$ cat config.mk
export PLATFORM = sky130hd
export DESIGN_NAME = palette_ram
export DESIGN_NICKNAME = d
export VERILOG_FILES = /design/src/design/sprite_pkg.sv /design/src/design/palette_ram.sv
export SDC_FILE = /design/constraint.sdc
export NUM_CORES = 2
export LEC_CHECK = 0
export ABC_AREA = 1
export BUFFER_PORTS_ARGS = -buffer_cell sky130_fd_sc_hd__clkbuf_2
export CAP_MARGIN = 20
export CORE_ASPECT_RATIO = 0.5
export CORE_MARGIN = 2
export CORE_UTILIZATION = 48
export CTS_CLUSTER_SIZE = 40
export DETAILED_ROUTE_END_ITERATION = 8
export SETUP_SLACK_MARGIN = 0.02
export SLEW_MARGIN = 25
export SYNTH_ARGS = -nofsm -noshare
export SYNTH_HDL_FRONTEND = slang
export SYNTH_SLANG_ARGS = --single-unit
$ cat constraint.sdc
create_clock -name clk -period 2.3 [get_ports clk]
set_input_delay 0.46 -clock clk [delete_from_list [all_inputs] [get_ports clk]]
set_output_delay 0.46 -clock clk [all_outputs]
set_load 0.02 [all_outputs]
$ cat src/design/sprite_pkg.sv
`default_nettype none

package sprite_pkg;

	// ------------------------------------------------------------------------
	// video geometry
	// ------------------------------------------------------------------------

	localparam int VISIBLE_LINES = 288;	// lines at or past this are blanking

	// ------------------------------------------------------------------------
	// sprite descriptor
	// ------------------------------------------------------------------------

	typedef enum logic [1:0] {
		mode_off = 2'd0,	// descriptor inactive
		mode_4c  = 2'd1,	// 2 bits per pixel, 8 per word
		mode_16c = 2'd2,	// 4 bits per pixel, 4 per word
		mode_tc  = 2'd3	// one direct colour pixel per word
	} color_mode_t;

	// one 64 bit word per sprite, msb first
	typedef struct packed {
		color_mode_t mode;
		logic [3:0]  pal;	// palette bank
		logic        flipx;
		logic        flipy;
		logic [8:0]  x;	// left edge
		logic [8:0]  y;	// top line
		logic [7:0]  height;	// in lines
		logic [5:0]  words;	// words per sprite line
		logic [20:0] base;	// word address of sprite line 0
		logic [2:0]  spare;	// pads the word out to 64 bits
	} sprite_desc_t;

	// palette entry, line buffer cell and video output
	typedef struct packed {
		logic       opaque;
		logic [5:0] color;
	} pixel_t;

	typedef enum logic [3:0] {
		st_idle,
		st_read_desc,	// descriptor address out
		st_check,	// descriptor back, visibility test
		st_request,	// word request to memory
		st_wait_data,
		st_emit,	// one pixel per clock
		st_next_sprite
	} fetch_state_t;

endpackage

`default_nettype wire

$ cat src/design/palette_ram.sv
`default_nettype none

module palette_ram
	import sprite_pkg::*;
(
	input  wire         clk,
	input  wire         pal_we,
	input  wire [7:0]   pal_addr,	// {bank, index}
	input  wire pixel_t pal_wdata,
	input  wire [7:0]   rd_addr,
	output pixel_t      rd_data
);

	// 16 banks of 16 colours
	// an entry with opaque clear punches a hole in the sprite
	pixel_t ram [256];

	always_ff @(posedge clk)
	begin
		if (pal_we)
			ram[pal_addr] <= pal_wdata;
	end

	// registered lookup, one cycle behind rd_addr
	always_ff @(posedge clk)
	begin
		rd_data <= ram[rd_addr];
	end

endmodule

`default_nettype wire

# == Yosys cells after proc, flatten, opt, wreduce, memory -nomap -nowiden ==
# Memories as Yosys holds them, arrays and structs flattened. A register that Yosys moved wholly into a read port is not among the register bits.
# Cells that the tools add are included.
# totals
in_bits,25
ramBits,1792
memories,1
reg_bits,0
out_inout_bits,7
# memory_table
memory,words,word_bits,read_ports,rd_ports_with_merged_regs,wr,line_no,rtl
ram,256,7,1,1,1,palette_ram.sv:16,pixel_t ram [256];
# classes
n_mux,2
# ops
cell,count
2-to-1 mux 1 bit,2

# == Depth between registers and ports, before layout ==
# logic_depth
depth_word,2
depth_mapped,15
depth_no_buf,11

# == Worst setup path before layout ==
# Ideal clock, no wire load.
# synth_path
path_kind,input-to-reg
start,in pal_we
end,mem ram[162][0] in the netlist's numbering (enable)
setup_slack_ns,0.400
t_arrival_ns,1.540
path_stages,4
cell_sequence,clkbuf_1 -> nand3_1 -> clkbuf_1 -> nor2_1
# synth_via
elab_chain_cells,2
# synth_lines
element,line_no,rtl
start: declaration,palette_ram.sv:7,"input wire pal_we,"
2-to-1 mux 1 bit,palette_ram.sv:20,if (pal_we)
2-to-1 mux 1 bit (implied by the code),palette_ram.sv:21,ram[pal_addr] <= pal_wdata;
end: declaration,palette_ram.sv:16,
# Every way passes these cells.

==> summary.txt <==
GRT
  • Overflow after GRT: 0
  • Vias in the first global route: roughly 48000
  • Largest net degree at the start of global routing: between 100 and 150
  • Total track usage: between 20% and 30%
  • Initial antenna violation count: 6
  • Global-route wire length before repair: 308000 µm

Power and ir drop
  • Int Power: 52.0 mW
  • Power per Cell Area: 791 mW/mm²
  • Flop pwr share: between 50% and 60%
  • P_sw: approximately 15 mW
  • Power share of the clock group: 39.2%
  • Power share of the combinational group: approximately 7.0%
  • Leak: approximately 30 nW
  • Sw Share: 22.6%
  • Peak supply drop: 0.758 mV

Cells and area
  • Final net count: 6615
  • Finished Core Util: 55.9%
  • Fin cells: ~8700
  • Layout cell share with drive strength beyond 1: 12.7%
  • Layout area overhead: 15.7%

Die
  • Core area: 0.152 mm²
  • # IOs: 32
  • Full die area: 0.156 mm²
  • Cell row count: 101
  • Die height: 280 µm
  • Initial Util: between 40 and 50%
  • Die width: 557 µm

Yosys
  • Synth warn: 0
  • Yosys cell types: 14
  • Share of the synthesized area in the top cell type: 73.4%
  • Synth Register Bits: approximately 1800
  • Synthesized area per cell: 11.8 µm²
  • Register area share after synthesis: 73.6%
  • Cells after Synth: 6218
  • Ranking of synthesized cells by area: edfxtp_1, nand3_1, nand2_1
  • Cell Area, Synth: ~0.073 mm²
  • Synth area leader: edfxtp_1
  • Post-synth net total: 6243

Routing
  • DRT iter0 DRCs: approximately 6600
  • Detailed Route WL: 208000 µm
  • Via count: 49900
  • Drt via density: about 5.7
  • Drt pass-1 iters: 8
  • Final ANT Viol Nets: 0
  • WL/cell: between 20 and 25 µm
  • Remaining DRCs: 0

Clock network
  • Clock tree root driver cell: clkbuf_16
  • Total number of H-tree levels: 4
  • CTS Hold Buffers Added: 0
  • Cts bufs inserted: 161
  • CTS tree: done
  • Skew-Pair Late Insertion Delay: between 0.7 and 0.8 ns
  • Gates resized, CTS repair: 0
  • Setup Buffers After CTS: 0
  • CTS clock-pin slew for the worst setup and hold paths: roughly 0.07 ns
  • CTS max path bufs: 3
  • Sink Count: 1799

Timing
  • Min cycle time layout: 1.98 ns
  • Slew @ Worst Pin: between 0.7 and 0.8 ns
  • Fmax: 505 MHz
  • Max-slew headroom: about 48%
  • # setup viols final: 0
  • Slew Viols, Final: 0
  • Fin. Hold Viols: 0
  • Fin crit share: 86.1%
  • Fin Clk Skew: 0.0172 ns
  • Setup_tns: 0 ns
  • RSZ-0062 raised after global routing: false

Placement
  • Placer Congestion: 0.909
  • Port buffer count: 31
  • Placed cells: ~8400
  • Post-DP HPWL: 131000 µm

Critical path
  • CP max FO: 1
  • Critical Path Sink Type: register
  • Setup crit start kind: register
  • Critical path class: register to register
  • WP data required: about 3.0 ns
  • CP Data Arrival Time: ~2.6 ns

Run status
  • Status: finished clean

Worst hold path
  • HP Class: input pin to register

Flow run
  • MaxCap Viol Count: 0
-- cell usage after synthesis --
| library cell | count |
|---|---|
| nor2_1 | 283 |
| nand3_1 | 1725 |
| dfxtp_1 | 7 |
| clkbuf_1 | 101 |
| buf_6 | 16 |
| buf_2 | 227 |
| buf_1 | 40 |
| edfxtp_1 | 1792 |
| buf_8 | 1 |
| inv_1 | 35 |
| inv_4 | 1 |
| inv_2 | 3 |
| nand2_1 | 1946 |
| buf_4 | 41 |
-- critical path, stage by stage, from the launching register on --
cell and delay (ns):
edfxtp_1 0.36, nand2_1 0.07, nand3_1 0.07, nand3_1 0.12
nand3_1 0.13, nand3_1 0.22, nand2_1 0.11, nand2_1 0.09
nand3_1 0.31, nand3_1 0.30, nand2_1 0.07
-- registers in the layout (all words and copies together), names as in the netlist --
name	cells
ram	1792
rd_data	7
-- final timing paths --
| check | startpoint | end | slack [ns] | cells after the start |
|---|---|---|---|---|
| max | ram[139][3] | rd_data[3] | 0.32 | 10 |
| min | rd_addr[7] | rd_data[6] | 0.05 | 3 |
| max reg2reg | ram[139][3] | rd_data[3] | 0.32 | 10 |
| min reg2reg | ram[49][3] | rd_data[3] | 0.97 | 10 |
-- routing by layer --
| layer | share of wire, % | track usage [%] | vias to the layer above |
|---|---|---|---|
| li1 | - | - | 22700 |
| met1 | 43 | 38.6 | 24600 |
| met2 | 45 | 41.1 | 2226 |
| met3 | 9.1 | 4.91 | 335 |
| met4 | 2.7 | 8.08 | 4 |
| met5 | 0.011 | 0 | - |
-- power by group through the flow --
| stage | Sequential, mW | Combinational (mW) | Clock (mW) |
|---|---|---|---|
| 4_1_cts | 36.2 | 4.65 | 26.6 |
| 3_3_place_gp | 36.9 | 4.58 | 0 |
| 6_report | 36.2 | 4.68 | 26.3 |
| 2_1_floorplan | 36.9 | 2.26 | 0 |
| 3_5_place_dp | 36.9 | 4.63 | 0 |
| 5_1_grt | 36.1 | 5.03 | 27.9 |
-- cell type report --
cell class              count  area (µm²)
diodes                      2        5.00
clock buffers             197        4230
clock inverters            88         762
fillers                 12400       66800
inverters                  39         180
multi-input cells        3954       17000
flip-flops and latches   1799       54000
well taps                2008        2510
repair buffers            635        6170
-- layout by cell type (no fill, tap or decap), drive strengths merged --
cell type and instances:
dfxtp 7, nand2 1946, diode 2, clkinvlp 5, edfxtp 1792, bufinv 13
clkinv 64, nand3 1725, clkbuf 218, inv 45, nor2 283, buf 614
-- stage by stage --
step | hold WS [ns] | worst slack (ns) | total power [mW] | instance area [µm²]
4_1_cts | 0.00619 | 0.351 | 67.4 | 84800
5_1_grt | 0.0725 | 0.268 | 69.0 | 84800
2_1_floorplan | 0.559 | 0.400 | 39.1 | 73300
6_report | 0.0525 | 0.319 | 67.1 | 84800
3_3_place_gp | 0.822 | -0.260 | 41.4 | 79800
3_5_place_dp | 0.836 | -0.264 | 41.5 | 79800
-- logic make-up after synthesis --
kind of cell | synth area share (%)
buffers and inverters | 3.16
flip-flops | 73.6
AND/OR/NAND/NOR | 23.2
(Power assumes the default switching activity.)
