==> src/design/sprite_pkg.sv <==
`default_nettype none

package sprite_pkg;

	// ------------------------------------------------------------------------
	// video geometry
	// ------------------------------------------------------------------------

	localparam int VISIBLE_LINES = 288;	// lines at or past this are blanking

	// ------------------------------------------------------------------------
	// sprite descriptor
	// ------------------------------------------------------------------------

	typedef enum logic [1:0] {
		mode_off = 2'd0,	// descriptor inactive
		mode_4c  = 2'd1,	// 2 bits per pixel, 8 per word
		mode_16c = 2'd2,	// 4 bits per pixel, 4 per word
		mode_tc  = 2'd3	// one direct colour pixel per word
	} color_mode_t;

	// one 64 bit word per sprite, msb first
	typedef struct packed {
		color_mode_t mode;
		logic [3:0]  pal;	// palette bank
		logic        flipx;
		logic        flipy;
		logic [8:0]  x;	// left edge
		logic [8:0]  y;	// top line
		logic [7:0]  height;	// in lines
		logic [5:0]  words;	// words per sprite line
		logic [20:0] base;	// word address of sprite line 0
		logic [2:0]  spare;	// pads the word out to 64 bits
	} sprite_desc_t;

	// palette entry, line buffer cell and video output
	typedef struct packed {
		logic       opaque;
		logic [5:0] color;
	} pixel_t;

	typedef enum logic [3:0] {
		st_idle,
		st_read_desc,	// descriptor address out
		st_check,	// descriptor back, visibility test
		st_request,	// word request to memory
		st_wait_data,
		st_emit,	// one pixel per clock
		st_next_sprite
	} fetch_state_t;

endpackage

`default_nettype wire

==> src/design/sprite_file.sv <==
`default_nettype none

module sprite_file
	import sprite_pkg::*;
#(
	parameter int NUM_SPRITES = 32
) (
	input  wire                            clk,
	input  wire                            desc_we,
	input  wire [7:0]                      desc_addr,	// from the cpu side
	input  wire sprite_desc_t              desc_wdata,
	input  wire [$clog2(NUM_SPRITES)-1:0]  rd_addr,
	output sprite_desc_t                   rd_data
);

	localparam int SW = $clog2(NUM_SPRITES);

	sprite_desc_t ram [NUM_SPRITES];

	always_ff @(posedge clk)
	begin
		if (desc_we)
			ram[desc_addr[SW-1:0]] <= desc_wdata;
		rd_data <= ram[rd_addr];	// fetcher sees it next cycle
	end

	// upper address bits are dropped above, an out of range write would alias
	a_desc_addr: assert property (@(posedge clk) desc_we |-> int'(desc_addr) < NUM_SPRITES)
		else $error("descriptor write to sprite %0d past NUM_SPRITES", desc_addr);

endmodule

`default_nettype wire

==> config.mk <==
export PLATFORM = sky130hd
export DESIGN_NAME = sprite_file
export DESIGN_NICKNAME = d
export VERILOG_FILES = /design/src/design/sprite_pkg.sv /design/src/design/sprite_file.sv
export SDC_FILE = /design/constraint.sdc
export NUM_CORES = 2
export LEC_CHECK = 0
export ABC_AREA = 0
export CAP_MARGIN = 20
export CORE_AREA = 4 4 506 258
export CTS_CLUSTER_SIZE = 20
export DETAILED_ROUTE_END_ITERATION = 12
export DIE_AREA = 0 0 510 262
export DONT_BUFFER_PORTS = 1
export HOLD_SLACK_MARGIN = 0.06
export PLACE_DENSITY = 0.79
export SETUP_SLACK_MARGIN = 0.02
export SLEW_MARGIN = 0
export SYNTH_ARGS = -nofsm -noshare
export SYNTH_HDL_FRONTEND = slang
export SYNTH_SLANG_ARGS = --single-unit
==> constraint.sdc <==
create_clock -name clk -period 6.76 [get_ports clk]
set_input_delay 2.028 -clock clk [delete_from_list [all_inputs] [get_ports clk]]
set_output_delay 2.028 -clock clk [all_outputs]
set_load 0.1 [all_outputs]
# ---- Word level (Yosys, flattened, before mapping)
# Memory sizes are Yosys's and may differ from the RTL's. A register that Yosys moved wholly into a read port is not among the register bits.
# Cells that the tools add are included.
dict set report op_classes {
  n_mux 2
}
# op count
set op_table {}
lappend op_table {{$mux 1} 2}
dict set report word_totals {
  regBits 0
  mem_bits_rw 2048
  input_bits 79
  out_inout_bits 64
  word_cells 3
  n_memories 1
}
# name words width read_ports rd_ports_with_merged_regs write_ports line
set memory_table {}
lappend memory_table {ram 32 64 1 1 1 sprite_file.sv:18} ;# sprite_desc_t ram [NUM_SPRITES];

# ---- Depth between registers and ports, before layout
dict set report depth {
  ltp_word 2
  depth_mapped 9
  depth_no_buf 4
}

# ---- Least setup slack after synthesis
# OpenSTA, ideal clock, no wires.
dict set report synth_timing {
  kind {input -> register}
  startpoint {input port desc_addr[1]}
  endpoint {memory ram[12][0] (netlist name), enable pin}
  setup_ns 0.486
  arrival_ns 5.364
  t_required_ns 6.274
  slack_ns 0.910
  path_stages 3
  path_buffers 1
  cell_sequence {or3b_2 -> clkbuf_1 -> nor2_1}
}
# item line
set synth_lines {}
lappend synth_lines {{start, declared} sprite_file.sv:10} ;# input wire [7:0] desc_addr,
lappend synth_lines {{end, declared} sprite_file.sv:18}
# Straight into the memory's write port.

==> results.yml <==
power:
  p_sw_frac: 0.2205
  power_per_cell_area_nw_per_um2: 301.1
  power_frac_comb: 0.033
  power.net_switching_mw: 5.763
  p_leak_nw: 26.57
  share_clk_of_total_power: 0.391
  internal-power_mw: 20.37
  vdd_drop_max_uv: 241.0
  relative_contribution_of_sequential_cells_to_total_power: 0.575
finish:
  diodes: 0
  layout.cells.most_common_list: "sky130_fd_sc_hd__edfxtp_1, sky130_fd_sc_hd__mux4_2, sky130_fd_sc_hd__clkbuf_16"
  post_route_cells_drive_above_1_share: 0.3027
  register_area_um2: 62780
  number_of_fillers_in_the_final_layout: 6553
  flow.area_growth_from_synthesis_pct: 9.921
  final_common_cell: "sky130_fd_sc_hd__edfxtp_1"
  multi_input_logic_area_um2: 15680
  final_net_count: 3252
synthesis:
  syn_avg_cell_area_um2: 25.50
  synth_sequential_area_ratio: 0.7950
  synth_area_um2: 78960
  synth.ff_latch_count: 2112
  yosys_warning_count: 0
  mappedNetlistNets: 3176
  synthCells: 3097
  ys_types: 31
grt:
  vias_in_the_first_global_route: 38460
  grt_antenna_before_repair: 1
  gr-usage-met3: 0.06751
  groute.layer.met1.usage: 0.4350
  grt_max_degree: 503
  grt-busiest-layer: "met2"
  grt_usage: 0.3167
  overflow: 0
  global_route.usage.met2: 0.5114
  grt_first_pass_wirelength_mm: 294.9
critical_path:
  reg2reg_slack_ps: 4660
  critPathMaxFanout: 122
  cp.buffers_inverters: 3
  critical_path.top_delay_family: "buffers and inverters"
  crit-reg2reg-capture: "rd_data[41]"
  slowest_delay_ps: 670
  crit_path_top_delay_cell: "sky130_fd_sc_hd__buf_16"
  type_of_element_launching_the_critical_path: "primary input"
  critical_path.endpoint_type: "flip-flop"
  criticalPathCategory: "in2reg"
  worstPathCellList: "buf_16 -> buf_16 -> buf_16 -> mux4_2 -> mux2_2 -> o22ai_1 -> a221oi_1"
  worst_r2r_startpoint: "ram[15][41]"
  cp.required_ps: 7360
  data_arrival_time_at_the_worst_slack_endpoint_ps: 5660
  ff2ff_path_depth: 3
  worst_path_most_repeated_cell: "sky130_fd_sc_hd__buf_16"
worst_hold_path:
  hold_depth: 4
  min-delay-start: "ram[2][25]"
  hp-class: "reg2reg"
  holdPathEnd: "rd_data[25]"
clock_network:
  hold_buffers: 0
  clockBufferDepth: 3
  cts_tree: "built"
  clkTransAtPathRegs_ps: 70
  cts.root.buffer_cell: "sky130_fd_sc_hd__clkbuf_16"
  htree_num_levels: 4
  cts.repair_timing.setup_buffer_count: 0
  tritoncts.num_buffers: 170
  cts_resized: 0
  clock-sinks: 2112
  clk-insertion-delay-late_ps: 830
placement:
  place.detailed.hpwl_mm: 81.06
  total_of_buffers_placed_on_input_and_output_ports: 0
  placement.setup.worst_slack_ps: 2121
  place.gp.congestion: 0.7220
die:
  io_pins: 143
  fp.dieArea_um2: 133600
  placement_rows: 92
  floorplan.die.height_um: 262
  placeableCoreArea_um2: 125600
  fp.dieW_um: 510
  initial_core_util: 0.6288
timing:
  worst-slew-pin-transition_ps: 1157
  max_freq_ghz: 0.1975
  fin_worst_hold_slack_ps: 877.0
  fin_crit_sh: 0.7490
  fin_skew_ps: 40.48
  finalSetupViolCount: 0
  fin_tns_setup_ps: 0
  rsz0062_at_grt: "false"
  layout_setup_ws_ps: 1697
  period_minus_ws_final_ps: 5063
  final_hold_fails: 0
  timing_max_transition_violations_final: 0
  max_slew_margin_vs_limit: 0.2278
routing:
  dr.pass1.iters: 5
  routedWlPerCell_um: 42.96
  wirelength_mm: 215.1
  post-route-drc-count: 0
  post_detailed_route_count_of_antenna_violating_nets: 0
  drt-vias-per-instance: 7.698
  route.vias.total: 38540
  detailedRoute.firstIterationViolations: 7442
run_status:
  run_status: "finished clean"
job:
  drv.max_cap_violation_count: 0
## area by class of cell
class,count,share of cell area
flip-flops and latches,2112,0.7233
well taps,1692,0.02439
multi-input cells,828,0.1806
clock inverters,76,0.007453
clock buffers,237,0.05505
repair buffers,60,0.009139
inverters,1,0.00004325
## metrics by stage
stage | instances | total power [mW] | cell area, um^2 | utilization
2_1_floorplan | 3097 | 16.00 | 78960 | -
3_3_place_gp | 4689 | 15.99 | 81260 | 0.6471
3_5_place_dp | 4689 | 16.02 | 81260 | 0.6471
4_1_cts | 5002 | 25.99 | 86690 | 0.6903
5_1_grt | 5006 | 26.82 | 86800 | 0.6911
6_report | 5006 | 26.14 | 86800 | 0.6911
## worst max path at each step
stage	slack (ps)	startpoint	endpoint	depth (start not counted)
finish	1700	rd_addr[0]	rd_data[42]	7
global route	1260	rd_addr[0]	rd_data[42]	7
CTS	2790	rd_data[56]	rd_data[56]	0
detailed placement	2120	desc_addr[0]	ram[26][22]	3
global placement	2150	desc_addr[0]	ram[26][23]	3
floorplan	910	desc_addr[1]	ram[12][0]	3
## kinds of logic (layout without fill, tap and decap cells)
logic type | count (synthesis) | after routing | synth area share
flip-flops | 2112 | 2112 | 0.7950
multiplexers | 714 | 714 | 0.1871
buffers and inverters | 157 | 374 | 0.009444
AND/OR/NAND/NOR | 64 | 64 | 0.003787
AO/OA/AOI/OAI | 50 | 50 | 0.004659
## sequential cells by signal, summed over array words and instances, names as in the netlist
register / cells
rd_data: 64
ram: 2048
## power by group through the flow
stage / sequential [mW] / combinational [mW] / clock, mW
after global placement: 15.3 / 0.706 / 0
after CTS: 15.0 / 0.767 / 10.2
final: 15.0 / 0.875 / 10.2
after detailed placement: 15.3 / 0.723 / 0
after floorplan: 15.3 / 0.730 / 0
after global routing: 15.0 / 0.906 / 10.9
## worst reg2reg max path: cells and delay by family (launching register included)
family	cells	cell delay (ps)
muxes	3	1470
DFF	1	520
## Yosys cell counts
library cell | n | area share
sky130_fd_sc_hd__buf_4 | 14 | 0.0013
sky130_fd_sc_hd__mux4_2 | 602 | 0.17
sky130_fd_sc_hd__o211ai_1 | 3 | 0.00029
sky130_fd_sc_hd__o22ai_1 | 10 | 0.00079
sky130_fd_sc_hd__nand2b_1 | 2 | 0.00016
sky130_fd_sc_hd__nand2_1 | 3 | 0.00014
sky130_fd_sc_hd__or3b_2 | 2 | 0.00022
sky130_fd_sc_hd__nor2_1 | 41 | 0.0019
sky130_fd_sc_hd__a211oi_1 | 3 | 0.00029
sky130_fd_sc_hd__buf_2 | 65 | 0.0041
sky130_fd_sc_hd__and2_0 | 1 | 0.000079
sky130_fd_sc_hd__a221oi_1 | 12 | 0.0013
sky130_fd_sc_hd__a22oi_1 | 3 | 0.00029
sky130_fd_sc_hd__buf_1 | 19 | 0.00090
sky130_fd_sc_hd__nor2b_1 | 4 | 0.00032
sky130_fd_sc_hd__mux2i_1 | 38 | 0.0048
sky130_fd_sc_hd__inv_2 | 1 | 0.000047
sky130_fd_sc_hd__o31a_1 | 3 | 0.00033
sky130_fd_sc_hd__a22o_1 | 1 | 0.00011
sky130_fd_sc_hd__nand3b_1 | 5 | 0.00048
sky130_fd_sc_hd__mux2_2 | 74 | 0.011
sky130_fd_sc_hd__clkbuf_1 | 55 | 0.0026
sky130_fd_sc_hd__o221ai_1 | 3 | 0.00033
sky130_fd_sc_hd__o2bb2ai_1 | 3 | 0.00033
sky130_fd_sc_hd__and2_1 | 3 | 0.00024
sky130_fd_sc_hd__dfxtp_1 | 64 | 0.016
sky130_fd_sc_hd__o21ai_0 | 9 | 0.00057
sky130_fd_sc_hd__buf_6 | 3 | 0.00043
sky130_fd_sc_hd__nand3_1 | 2 | 0.00013
sky130_fd_sc_hd__edfxtp_1 | 2048 | 0.78
sky130_fd_sc_hd__or3_1 | 1 | 0.000079
## routing by layer
metal  share of wire  vias to the layer above
met5        0.000051                        -
met4           0.048                        2
met3            0.13                      694
met2            0.50                     4078
met1            0.33                    20170
li1                -                    13600
Power figures use the tool's default switching activity.
