### src/design/sprite_pkg.sv
`default_nettype none

package sprite_pkg;

	// ------------------------------------------------------------------------
	// video geometry
	// ------------------------------------------------------------------------

	localparam int VISIBLE_LINES = 288;	// lines at or past this are blanking

	// ------------------------------------------------------------------------
	// sprite descriptor
	// ------------------------------------------------------------------------

	typedef enum logic [1:0] {
		mode_off = 2'd0,	// descriptor inactive
		mode_4c  = 2'd1,	// 2 bits per pixel, 8 per word
		mode_16c = 2'd2,	// 4 bits per pixel, 4 per word
		mode_tc  = 2'd3	// one direct colour pixel per word
	} color_mode_t;

	// one 64 bit word per sprite, msb first
	typedef struct packed {
		color_mode_t mode;
		logic [3:0]  pal;	// palette bank
		logic        flipx;
		logic        flipy;
		logic [8:0]  x;	// left edge
		logic [8:0]  y;	// top line
		logic [7:0]  height;	// in lines
		logic [5:0]  words;	// words per sprite line
		logic [20:0] base;	// word address of sprite line 0
		logic [2:0]  spare;	// pads the word out to 64 bits
	} sprite_desc_t;

	// palette entry, line buffer cell and video output
	typedef struct packed {
		logic       opaque;
		logic [5:0] color;
	} pixel_t;

	typedef enum logic [3:0] {
		st_idle,
		st_read_desc,	// descriptor address out
		st_check,	// descriptor back, visibility test
		st_request,	// word request to memory
		st_wait_data,
		st_emit,	// one pixel per clock
		st_next_sprite
	} fetch_state_t;

endpackage

`default_nettype wire

### src/design/sprite_fetcher.sv
`default_nettype none

module sprite_fetcher
	import sprite_pkg::*;
#(
	parameter int NUM_SPRITES = 32,
	parameter int LINE_WIDTH  = 360,
	parameter int ADDR_WIDTH  = 21
) (
	input  wire                            clk,
	input  wire                            reset,
	input  wire                            line_start,
	input  wire                            frame_start,
	output logic                           busy,
	output logic [$clog2(NUM_SPRITES)-1:0] desc_rd_addr,
	input  wire sprite_desc_t              desc_rd,
	output logic                           mem_req,
	output logic [ADDR_WIDTH-1:0]          mem_addr,
	input  wire                            mem_strobe,
	input  wire [15:0]                     mem_data,
	output logic [7:0]                     pal_rd_addr,
	input  wire pixel_t                    pal_rd,
	output logic                           render_we,
	output logic [$clog2(LINE_WIDTH)-1:0]  render_x,
	output pixel_t                         render_pixel
);

	localparam int SW = $clog2(NUM_SPRITES);
	localparam int XW = $clog2(LINE_WIDTH);

	fetch_state_t          state;
	logic [8:0]            line_cnt;
	logic [8:0]            next_line;
	logic [SW-1:0]         num;	// sprite being walked
	logic                  pending;	// request out, strobe not yet back
	color_mode_t           cur_mode;
	logic [3:0]            cur_pal;
	logic                  cur_flipx;
	logic [5:0]            cur_words;
	logic [ADDR_WIDTH-1:0] line_addr;	// first word of the source line
	logic [5:0]            word_idx;
	logic [15:0]           data_sr;	// current word, msb pixel on top
	logic [2:0]            pix_cnt;	// pixels left in the word minus one
	logic [9:0]            xpos;
	logic                  p_valid;	// palette delay slot
	logic [9:0]            p_x;
	logic                  p_tc;
	pixel_t                p_tc_pix;
	logic [8:0]            offset;
	logic                  on_line;
	logic [7:0]            src_line;
	logic [13:0]           line_ofs;
	logic [1:0]            ppw_shift;
	logic [9:0]            span;	// sprite width in pixels
	logic [9:0]            x_first;
	logic [3:0]            pix_idx;

	// ------------------------------------------------------------------------
	// descriptor decode, valid in st_check
	// ------------------------------------------------------------------------

	assign next_line = frame_start ? 9'd0 : line_cnt + 9'd1;
	assign offset = line_cnt - desc_rd.y;
	assign on_line = desc_rd.mode != mode_off && line_cnt >= desc_rd.y
		&& offset < {1'b0, desc_rd.height};
	assign src_line = desc_rd.flipy ? desc_rd.height - 8'd1 - offset[7:0] : offset[7:0];
	assign line_ofs = src_line * desc_rd.words;

	always_comb
	begin
		case (desc_rd.mode)
			mode_4c:  ppw_shift = 2'd3;	// 8 per word
			mode_16c: ppw_shift = 2'd2;	// 4 per word
			default:  ppw_shift = 2'd0;
		endcase
	end

	assign span = {4'd0, desc_rd.words} << ppw_shift;
	assign x_first = desc_rd.flipx ? {1'b0, desc_rd.x} + span - 10'd1 : {1'b0, desc_rd.x};

	// palette lookup straight off the shift register
	assign pix_idx = cur_mode == mode_4c ? {2'b00, data_sr[15:14]} : data_sr[15:12];
	assign pal_rd_addr = {cur_pal, pix_idx};
	assign desc_rd_addr = num;
	assign busy = state != st_idle || p_valid;

	// render side lines up with the palette output
	assign render_pixel = p_tc ? p_tc_pix : pal_rd;
	assign render_we = p_valid && render_pixel.opaque && p_x < 10'(LINE_WIDTH);
	assign render_x = p_x[XW-1:0];

	always_ff @(posedge clk)
	begin
		if (reset)
			line_cnt <= '1;	// first line_start lands on 0
		else if (line_start)
			line_cnt <= next_line;
	end

	always_ff @(posedge clk)
	begin
		if (reset)
			pending <= 1'b0;
		else if (mem_req)
			pending <= 1'b1;
		else if (mem_strobe)
			pending <= 1'b0;
	end

	// ------------------------------------------------------------------------
	// walk fsm
	// ------------------------------------------------------------------------

	always_ff @(posedge clk)
	begin
		if (reset)
		begin
			state <= st_idle;
			num <= '0;
			mem_req <= 1'b0;
			p_valid <= 1'b0;
		end
		else
		begin
			mem_req <= 1'b0;	// strobe only
			p_valid <= 1'b0;
			if (line_start)
			begin
				num <= '0;	// aborts whatever is left of the last line
				state <= next_line < 9'(VISIBLE_LINES) ? st_read_desc : st_idle;
			end
			else
			case (state)
			st_read_desc:
				state <= st_check;
			st_check:
			begin
				cur_mode <= desc_rd.mode;
				cur_pal <= desc_rd.pal;
				cur_flipx <= desc_rd.flipx;
				cur_words <= desc_rd.words;
				line_addr <= ADDR_WIDTH'(desc_rd.base) + ADDR_WIDTH'(line_ofs);
				xpos <= x_first;
				word_idx <= '0;
				state <= on_line ? st_request : st_next_sprite;
			end
			st_request:
				if (!pending)	// a strobe from an aborted line may still be due
				begin
					mem_req <= 1'b1;
					mem_addr <= line_addr + ADDR_WIDTH'(word_idx);
					state <= st_wait_data;
				end
			st_wait_data:
				if (mem_strobe)
				begin
					data_sr <= mem_data;
					pix_cnt <= cur_mode == mode_4c ? 3'd7 : cur_mode == mode_16c ? 3'd3 : 3'd0;
					state <= st_emit;
				end
			st_emit:
			begin
				p_valid <= 1'b1;
				p_x <= xpos;
				p_tc <= cur_mode == mode_tc;
				p_tc_pix <= '{opaque: data_sr[7], color: data_sr[5:0]};	// true colour
				xpos <= cur_flipx ? xpos - 10'd1 : xpos + 10'd1;
				data_sr <= cur_mode == mode_4c ? data_sr << 2 : data_sr << 4;
				pix_cnt <= pix_cnt - 3'd1;
				if (pix_cnt == 3'd0)
				begin
					word_idx <= word_idx + 6'd1;
					state <= word_idx + 6'd1 == cur_words ? st_next_sprite : st_request;
				end
			end
			st_next_sprite:
			begin
				num <= num + 1'b1;
				state <= num == SW'(NUM_SPRITES - 1) ? st_idle : st_read_desc;
			end
			default:
				state <= st_idle;
			endcase
		end
	end

	// memory answers each request exactly once, so never two in flight
	a_one_request: assert property (@(posedge clk) disable iff (reset) mem_req |-> !pending)
		else $error("mem_req while a request is still outstanding");

endmodule

`default_nettype wire

### config.mk
export PLATFORM = sky130hd
export DESIGN_NAME = sprite_fetcher
export DESIGN_NICKNAME = d
export VERILOG_FILES = /design/src/design/sprite_pkg.sv /design/src/design/sprite_fetcher.sv
export SDC_FILE = /design/constraint.sdc
export NUM_CORES = 1
export LEC_CHECK = 0
export BUFFER_PORTS_ARGS = -buffer_cell sky130_fd_sc_hd__buf_2
export CAP_MARGIN = 20
export CORE_MARGIN = 1.5
export CORE_UTILIZATION = 50
export CTS_CLUSTER_DIAMETER = 50
export DETAILED_ROUTE_END_ITERATION = 6
export PLACE_DENSITY_LB_ADDON = 0.1
export SETUP_SLACK_MARGIN = 0.5
export SLEW_MARGIN = 20
export SYNTH_ARGS = -nofsm -noshare
export SYNTH_HDL_FRONTEND = slang
export SYNTH_SLANG_ARGS = --single-unit
### constraint.sdc
create_clock -name clk -period 11.4 [get_ports clk]
set_input_delay 2.28 -clock clk [delete_from_list [all_inputs] [get_ports clk]]
set_output_delay 2.28 -clock clk [all_outputs]
set_load 0.005 [all_outputs]
# Word-level counts from Yosys, hierarchy flattened
# Cells that the tools add are included.
[word_totals]
ff_bits = 129
in_bits = 92
word_cells = 111
[op_classes]
add_sub_neg = 13
multipliers = 1
magnitude_cmp = 4
eq_ne = 18
shift = 1
mux = 30
bitwise_logic = 4
n_reduce_logical = 20
[op_table]
columns = ["op", "count"]
rows = [
  ["$mux W16", 2],
  ["$pmux W16 S2", 1],
  ["$pmux W4 S6", 1],
  ["$add A21 B14 Y21", 1],
  ["$add A21 B6 Y21", 1],
  ["$mux W10", 2],
  ["$mux W4", 5],
  ["$pmux W10 S2", 1],
  ["$sub A10 B1 Y10 const B", 2],
  ["$mul A8 B6 Y14", 1],
  ["$eq A4 B3 Y1 const B", 3],
  ["$mux W3", 4],
  ["$pmux W6 S2", 1],
  ["$reduce_and A3 Y1", 4],
  ["$reduce_and A4 Y1", 3],
  ["$add A10 B1 Y10 const B", 1],
  ["$add A9 B10 Y10", 1],
  ["$lt A10 B9 Y1 const B", 1],
  ["$shl A6 B2 Y10", 1],
  ["$add A9 B1 Y9 const B", 1],
  ["$ge A9 B9 Y1", 1],
  ["$lt A9 B8 Y1", 1],
  ["$lt A9 B9 Y1 const B", 1],
  ["$mux W9", 1],
  ["other kinds (29)", 50],
]

# Logic depth before layout (Yosys ltp)
# Gate-level depths: netlist (run 1).
[depth]
ltp_word = 7
ltp_mapped = 29
depth_no_buf = 29

# Least setup slack after synthesis (run 1)
# No wires, ideal clock.
[synth_path]
path_kind = "input -> register"
start = "in desc_rd[39] (netlist name)"
end = "reg line_addr[17] (data pin)"
setup_ns = 0.259
arrival_ns = 8.269
required_ns = 11.141
slack_ns = 2.872
path_stages = 26
path_buffers = 0
path_cell_list = "inv_1 ha_1 nor2b_1 o31a_1 o21a_1 or3_1 and2_1 ha_1 or3_1 o21ai_0 nor3_1 nand3b_1 a21boi_0 fa_1 fa_1 fa_1 inv_1 fa_1 inv_1 ha_1 or3_1 o21bai_1 nand3_1 a31oi_1 o2111ai_1 xnor2_1"
[synth_via]
elab_chain_len = 5
[synth_rtl]
columns = ["item", "line", "text"]
rows = [
  ["start: declaration", "sprite_fetcher.sv:16", "input wire sprite_desc_t desc_rd,"],
  ["$sub A9 B9 Y9 *", "sprite_fetcher.sv:63", "assign offset = line_cnt - desc_rd.y;"],
  ["$sub A8 B8 Y8", "sprite_fetcher.sv:66", "assign src_line = desc_rd.flipy ? desc_rd.height - 8'd1 - offset[7:0] : offset[7:0];"],
  ["$mux W8 *", "sprite_fetcher.sv:66", ""],
  ["$mul A8 B6 Y14 *", "sprite_fetcher.sv:67", "assign line_ofs = src_line * desc_rd.words;"],
  ["$add A21 B14 Y21 *", "sprite_fetcher.sv:142", "line_addr <= ADDR_WIDTH'(desc_rd.base) + ADDR_WIDTH'(line_ofs);"],
  ["end signal: assignment", "sprite_fetcher.sv:142", ""],
  ["end: declaration", "sprite_fetcher.sv:40", "logic [ADDR_WIDTH-1:0] line_addr;"],
]
# Every way passes the cells marked *; elsewhere a longest branch is shown, timed or not.
# A chain may end at the register's enable or synchronous reset.

# Worst setup path in the final report (run 1)
[layout_path]
start = "in desc_rd[38] (netlist name)"
end = "reg line_addr[14] (data pin)"
# The elaborated chain is that of the path after synthesis.

==> results.md, run 1 <==
* Cells after synthesis at 1,019
* Core area at 0.0195 mm2
* Antenna-violating nets left at 0
* DR pass1 iterations at 5
* Clock-pin slew of the registers on the worst-case setup and hold paths at 0.06 ns
* Area Growth Syn to Fin at 15.1%
* Sink Count at 128
* Largest net degree at the start of global routing at 49
* Top post-synthesis cells by count: inv_1, edfxtp_1, ha_1
* Setup CP Type: input port to flop
* Pins Over Slew Limit at 0
* Tmin final at just under 9 ns
* Mapped Nets at 1,247
* Placer congestion estimate at roughly 0.85
* Post-CTS setup buffers at 0
* Global-route wire length before repair at 32.6 mm
* Post-synth EDFFs at 108
* Max-slew headroom at 33.9%
* Synth area leaders: edfxtp_1, ha_1, fa_1
* CTS Buf Count at 17
* Transition time of the tightest slew-check pin at just under 1 ns
* Fillers at 1,753
* Worst Hold Margin at approximately 0.46 ns
* Leakage at approximately 5.2 nW
* Synth Register Bits at 128
* Setup Skew at 0.0116 ns
* Most used cell, CP: fa_1
* Post-Synth Adder-Cell Area at 20.1%
* Tcrit/Tclk final at 77.0%
* Hold Crit Class: flop to flop
* Max-cap violations at 0
* Global-route usage over all layers at 20.0%
* Count leader, synth: inv_1
* Vias per cell at 5.18
* WP data arrival at 9.05 ns
* Synth Area in XOR/XNOR at between 5 and 6%
* Mux cell area share after synthesis at between 3 and 4%
* CTS tree: built
* Post-Synth Simple-Gate Area at 14.1%
* CTS max path bufs at 2
* Compound-Gate Fraction of Synth Area at between 10% and 20%
* Most used DFF post-synth: edfxtp_1
* Drt wl/cell at 14.1 um
* Crit-path max FO at 7
* Post-synthesis sequential area ratio at between 30% and 40%
* Post-synth top area share at between 30 and 40%
* Synthesized cell area at roughly 0.010 mm2
* Crit end category: flop
* Antenna violations before repair at 0
* Row cnt at 51
* Area occupied by multi-input gates at 0.00568 mm2
* Netlist cell types at 71
* RSZ-0062 raised after global routing: no
* Post-synthesis async set-or-reset flop share at 0%
* Worst VDD drop at 0.000222 V
* Setup_tns at 0 ns
* Slowest-stage cell, CP: a311oi_2
* Remaining DRCs at 0
* CP Launch Type: input port
* Syn_area_per_cell at 9.82 um2
* Hold_buf cts at 0
* Drt first-iter violations at between 200 and 300
* Clock latency on the worst-skew pair at roughly 0.41 ns
* PwrDens at between 200 and 250 mW/mm2
* Vias at 7,386
* Largest family of logic cells by synthesized area: adder cells
* Htree depth at 4
* Req. time, crit path at around 12 ns
* Ports at between 100 and 150
* Die ar. at ~0.021 mm2
* Final setup violating endpoints at 0
* Vias in the first global route at approximately 7k
* Post-detail-place hpwl at 16.0 mm
* Die height at 144 um
* Cell taking the most area after synthesis: edfxtp_1
* ANT cells at 0
* Status: complete, no violations
* Register area at 0.00364 mm2
* Chip Width at 144 um
* Final WL at approximately 20 mm
* IO buf count at roughly 140
* Layout cells sized above 1 at 17.7%
* Slowest cell delay on critical path at 0.56 ns
* Fmax at 114 MHz
* Post-CTS Resized at 0
* Starting density of the core at roughly half
* Fin. Hold Viols at 0
* Total grt overflow at 0
* Yosys Warn Count at 0
* CTS root buffer: clkbuf_16
* Final nets at 1,376
[cells by family (layout without fill, tap and decap cells)]
| logic type | Yosys count | count (layout) |
|---|---|---|
| xor gates and xnor gates | 64 | 64 |
| DFF | 128 | 128 |
| adders and majority gates | 136 | 136 |
| and+or+nand+nor | 284 | 284 |
| buffers and inverters | 177 | 319 |
| muxes | 36 | 36 |
| AOI/OAI and AO/OA | 194 | 194 |
[final timing paths]
kind | startpoint | endpoint | slack, ns | cells after the start
worst min register to register | xpos[7] | p_x[7] | 0.46 | 0
worst max register to register | line_cnt[0] | line_addr[14] | 4.15 | 26
worst min-delay path | xpos[7] | p_x[7] | 0.46 | 0
worst max-delay path | desc_rd[38] | line_addr[14] | 2.63 | 26
[state kept, by name, summed over array words and instances (netlist names), 2 cells and up]
register,count
mem_addr,21
p_tc_pix,7
cur_mode,2
cur_words,6
word_idx,6
p_x,10
cur_pal,4
xpos,10
desc_rd_addr,5
pix_cnt,3
line_cnt,9
line_addr,21
data_sr,16
state,3
[cell usage in the layout (no fill, tap or decap), types with 13 or more instances in the layout]
cell type  instances
and3_1            13
edfxtp_1         108
clkbuf_16         19
fa_1              41
xnor2_1           36
buf_2            141
nand3_1           24
dfxtp_1           20
inv_1            142
and2_1            26
nor3_1            14
ha_1              95
nor2b_1           20
o21ai_0           57
a21oi_1           40
nand2_1           83
nor2_1            54
mux2_2            13
mux2i_1           23
xor2_1            27
[worst max-delay path: cells and delay by family]
kind                       cells  cell delay (ns)
AOI/OAI and AO/OA              5             1.88
and+or+nand+nor                8             1.01
xor gates and xnor gates       1             0.31
buffers and inverters          4             0.23
adders and majority gates      8             3.36
[through the flow]
| step | worst slack [ns] | std cells | instance area [um2] | power (mW) | util (%) |
|---|---|---|---|---|---|
| 4_1_cts | 2.58 | 1426 | 11500 | 2.37 | 58.9 |
| 3_3_place_gp | 2.23 | 1394 | 10900 | 1.82 | 55.9 |
| 3_5_place_dp | 2.16 | 1394 | 10900 | 1.83 | 55.9 |
| 5_1_grt | 2.20 | 1426 | 11500 | 2.57 | 59.0 |
| 6_report | 2.63 | 1426 | 11500 | 2.35 | 59.0 |
| 2_1_floorplan | 2.87 | 1019 | 10000 | 1.59 | - |
[layer usage]
| layer | up-vias | share of wire, % | routed length [um] | global-route usage [%] |
|---|---|---|---|---|
| met5 | - | 0 | 0 | 0 |
| met4 | 0 | 0.82 | 165 | 5.10 |
| met2 | 143 | 47 | 9540 | 33.1 |
| li1 | 3792 | - | - | - |
| met1 | 3440 | 48 | 9660 | 27.4 |
| met3 | 11 | 3.9 | 796 | 3.15 |
[power by group]
part / internal, mW / total [mW] / switching (mW)
registers: 0.579 / 0.588 / 0.00943
logic: 0.542 / 1.23 / 0.686
clock network: 0.328 / 0.532 / 0.204
[final cells by class]
cell class | count | share of cell area [%]
clock buffer | 24 | 4.59
clock inverter | 8 | 0.554
inverter | 142 | 4.63
multi-input combinational | 714 | 49.3
sequential | 128 | 31.6
tap | 265 | 2.88
timing repair buffer | 145 | 6.39
No activity file was read; power rests on OpenSTA's default activity.
==> run 2: changes to the inputs <==
==> constraint.sdc (replaced) <==
create_clock -name clk -period 8.1 [get_ports clk]
set_input_delay 1.62 -clock clk [delete_from_list [all_inputs] [get_ports clk]]
set_output_delay 1.62 -clock clk [all_outputs]
set_load 0.005 [all_outputs]
==> results.md, run 2 (synthesis results as in run 1) <==
* WP data arrival at 7.71 ns
* Crit-path max FO at 4
* CTS tree: built
* Clock latency on the worst-skew pair at roughly 0.42 ns
* Worst VDD drop at 0.000443 V
* CTS root buffer: clkbuf_16
* Max-cap violations at 0
* Ports at approximately 150
* Worst R2R Setup Slack at 1.45 ns
* Setup CP Type: input port to flop
* Pins Over Slew Limit at 0
* Top flop regs: line_addr (21), mem_addr (21), data_sr (16)
* Final Cell Area at 0.0121 mm2
* Setup Skew at 0.0104 ns
* Tcrit/Tclk final at between 90% and 100%
* Most frequent cells in the layout: buf_2, inv_1, edfxtp_1
* Final nets at 1,413
* Layout cells sized above 1 at between 20% and 30%
* IO buf count at 141
* Placer congestion estimate at 0.817
* Global-route wire length before repair at 32.4 mm
* Chip Width at 144 um
* Drt wl/cell at 13.9 um
* Total grt overflow at 0
* Hold Crit Class: flop to flop
* Fin. Hold Viols at 0
* Transition time of the tightest slew-check pin at 1.03 ns
* Hold_buf cts at 0
* Finished Layout Cells at 1,466
* Setup_tns at 0 ns
* Area Growth Syn to Fin at 21.3%
* Vias in the first global route at 6,891
* Slowest cell delay on critical path at roughly 0.54 ns
* Sink Count at 128
* Commonest non-fill, non-tap cell in the layout: buf_2
* Final setup violating endpoints at 0
* RSZ-0062 raised after global routing: yes
* Vias at 7,563
* Leakage at roughly 5.4 nW
* Global-route usage over all layers at 19.7%
* CTS Buf Count at 17
* CTS max path bufs at 2
* Cell area after placement at 0.0112 mm2
* PwrDens at 315 mW/mm2
* Max-slew headroom at 31.4%
* Fmax at about 130 MHz
* Largest net degree at the start of global routing at 49
* Req. time, crit path at ~8.4 ns
* Vias per cell at 5.16
* Core area at 0.0195 mm2
* Design Power at 3.82 mW
* Die ar. at roughly 0.021 mm2
* CP Launch Type: input port
* Post-detail-place hpwl at 16.1 mm
* Remaining DRCs at 0
* Final WL at slightly above 20 mm
* Row cnt at 51
* Antenna violations before repair at 1
* Slowest-stage cell, CP: fa_1
* Pre-CTS setup slack at 0.0362 ns
* Htree depth at 4
* Worst Hold Margin at 0.458 ns
* Antenna-violating nets left at 0
* Most used cell, CP: fa_1
* Die height at roughly 140 um
* Tmin final at 7.43 ns
* Status: complete, no violations
* Crit end category: flop
* Drt first-iter violations at 418
* Starting density of the core at 51.2%
* Final core occ at 62.1%
* Fin worst setup slack at 0.665 ns
* DR pass1 iterations at 4
* Clock-pin slew of the registers on the worst-case setup and hold paths at 0.06 ns
* Total placed cells including tap cells at 1,420
## run 2: changes by cell type in the layout (fill, tap and decap cells not counted), moves of 4 or more
cell   before  now
buf_4       4   40
ha_1       95   84
ha_4        0    8
inv_1     142  138
## run 2: worst paths after layout
path,start,end,depth (start not counted)
hold / removal,xpos[4],p_x[4],0
hold reg to reg,xpos[4],p_x[4],0
setup / recovery,desc_rd[39],line_addr[14],27
setup reg to reg,line_cnt[1],line_addr[14],25
## run 2: critical path: cells and delay by family
kind | cells | cell delay [ns]
adder cells (fa/ha/maj) | 7 | 2.57
AO/OA/AOI/OAI | 7 | 1.61
AND/OR/NAND/NOR | 8 | 1.49
buffers and inverters | 5 | 0.45
## run 2: metal layers
| metal | global-route usage [%] | up-vias | wire length, um |
|---|---|---|---|
| met5 | 0 | - | 0 |
| met4 | 5.26 | 0 | 230 |
| met3 | 2.98 | 18 | 868 |
| met2 | 33.4 | 165 | 9850 |
| met1 | 26.4 | 3513 | 9400 |
| li1 | - | 3867 | - |
## run 2: what timing repair did
| item | CTS | global route |
|---|---|---|
| pin swaps | 9 | 31 |
| hold endpoints to repair | 0 | 0 |
| setup buffers | 4 | 7 |
| gates resized for setup | 4 | 41 |
| endpoints found under the setup margin | 2 | 11 |
## run 2: power by group
part           switching, mW  internal, mW  total [mW]  leakage (nW)
combinational           1.10          1.09        2.19          4.00
sequential            0.0140         0.815       0.829          1.14
clock                  0.305         0.493       0.798         0.298
total                   1.42          2.40        3.82          5.44
## run 2: cell type report
class | instances | area, um2
fillers | 1724 | 7390
multi-input cells | 714 | 5960
flip-flops and latches | 128 | 3640
repair buffers | 182 | 1030
inverters | 142 | 536
clock buffers | 17 | 425
well taps | 265 | 332
clock inverters | 15 | 195
diodes | 3 | 7.51
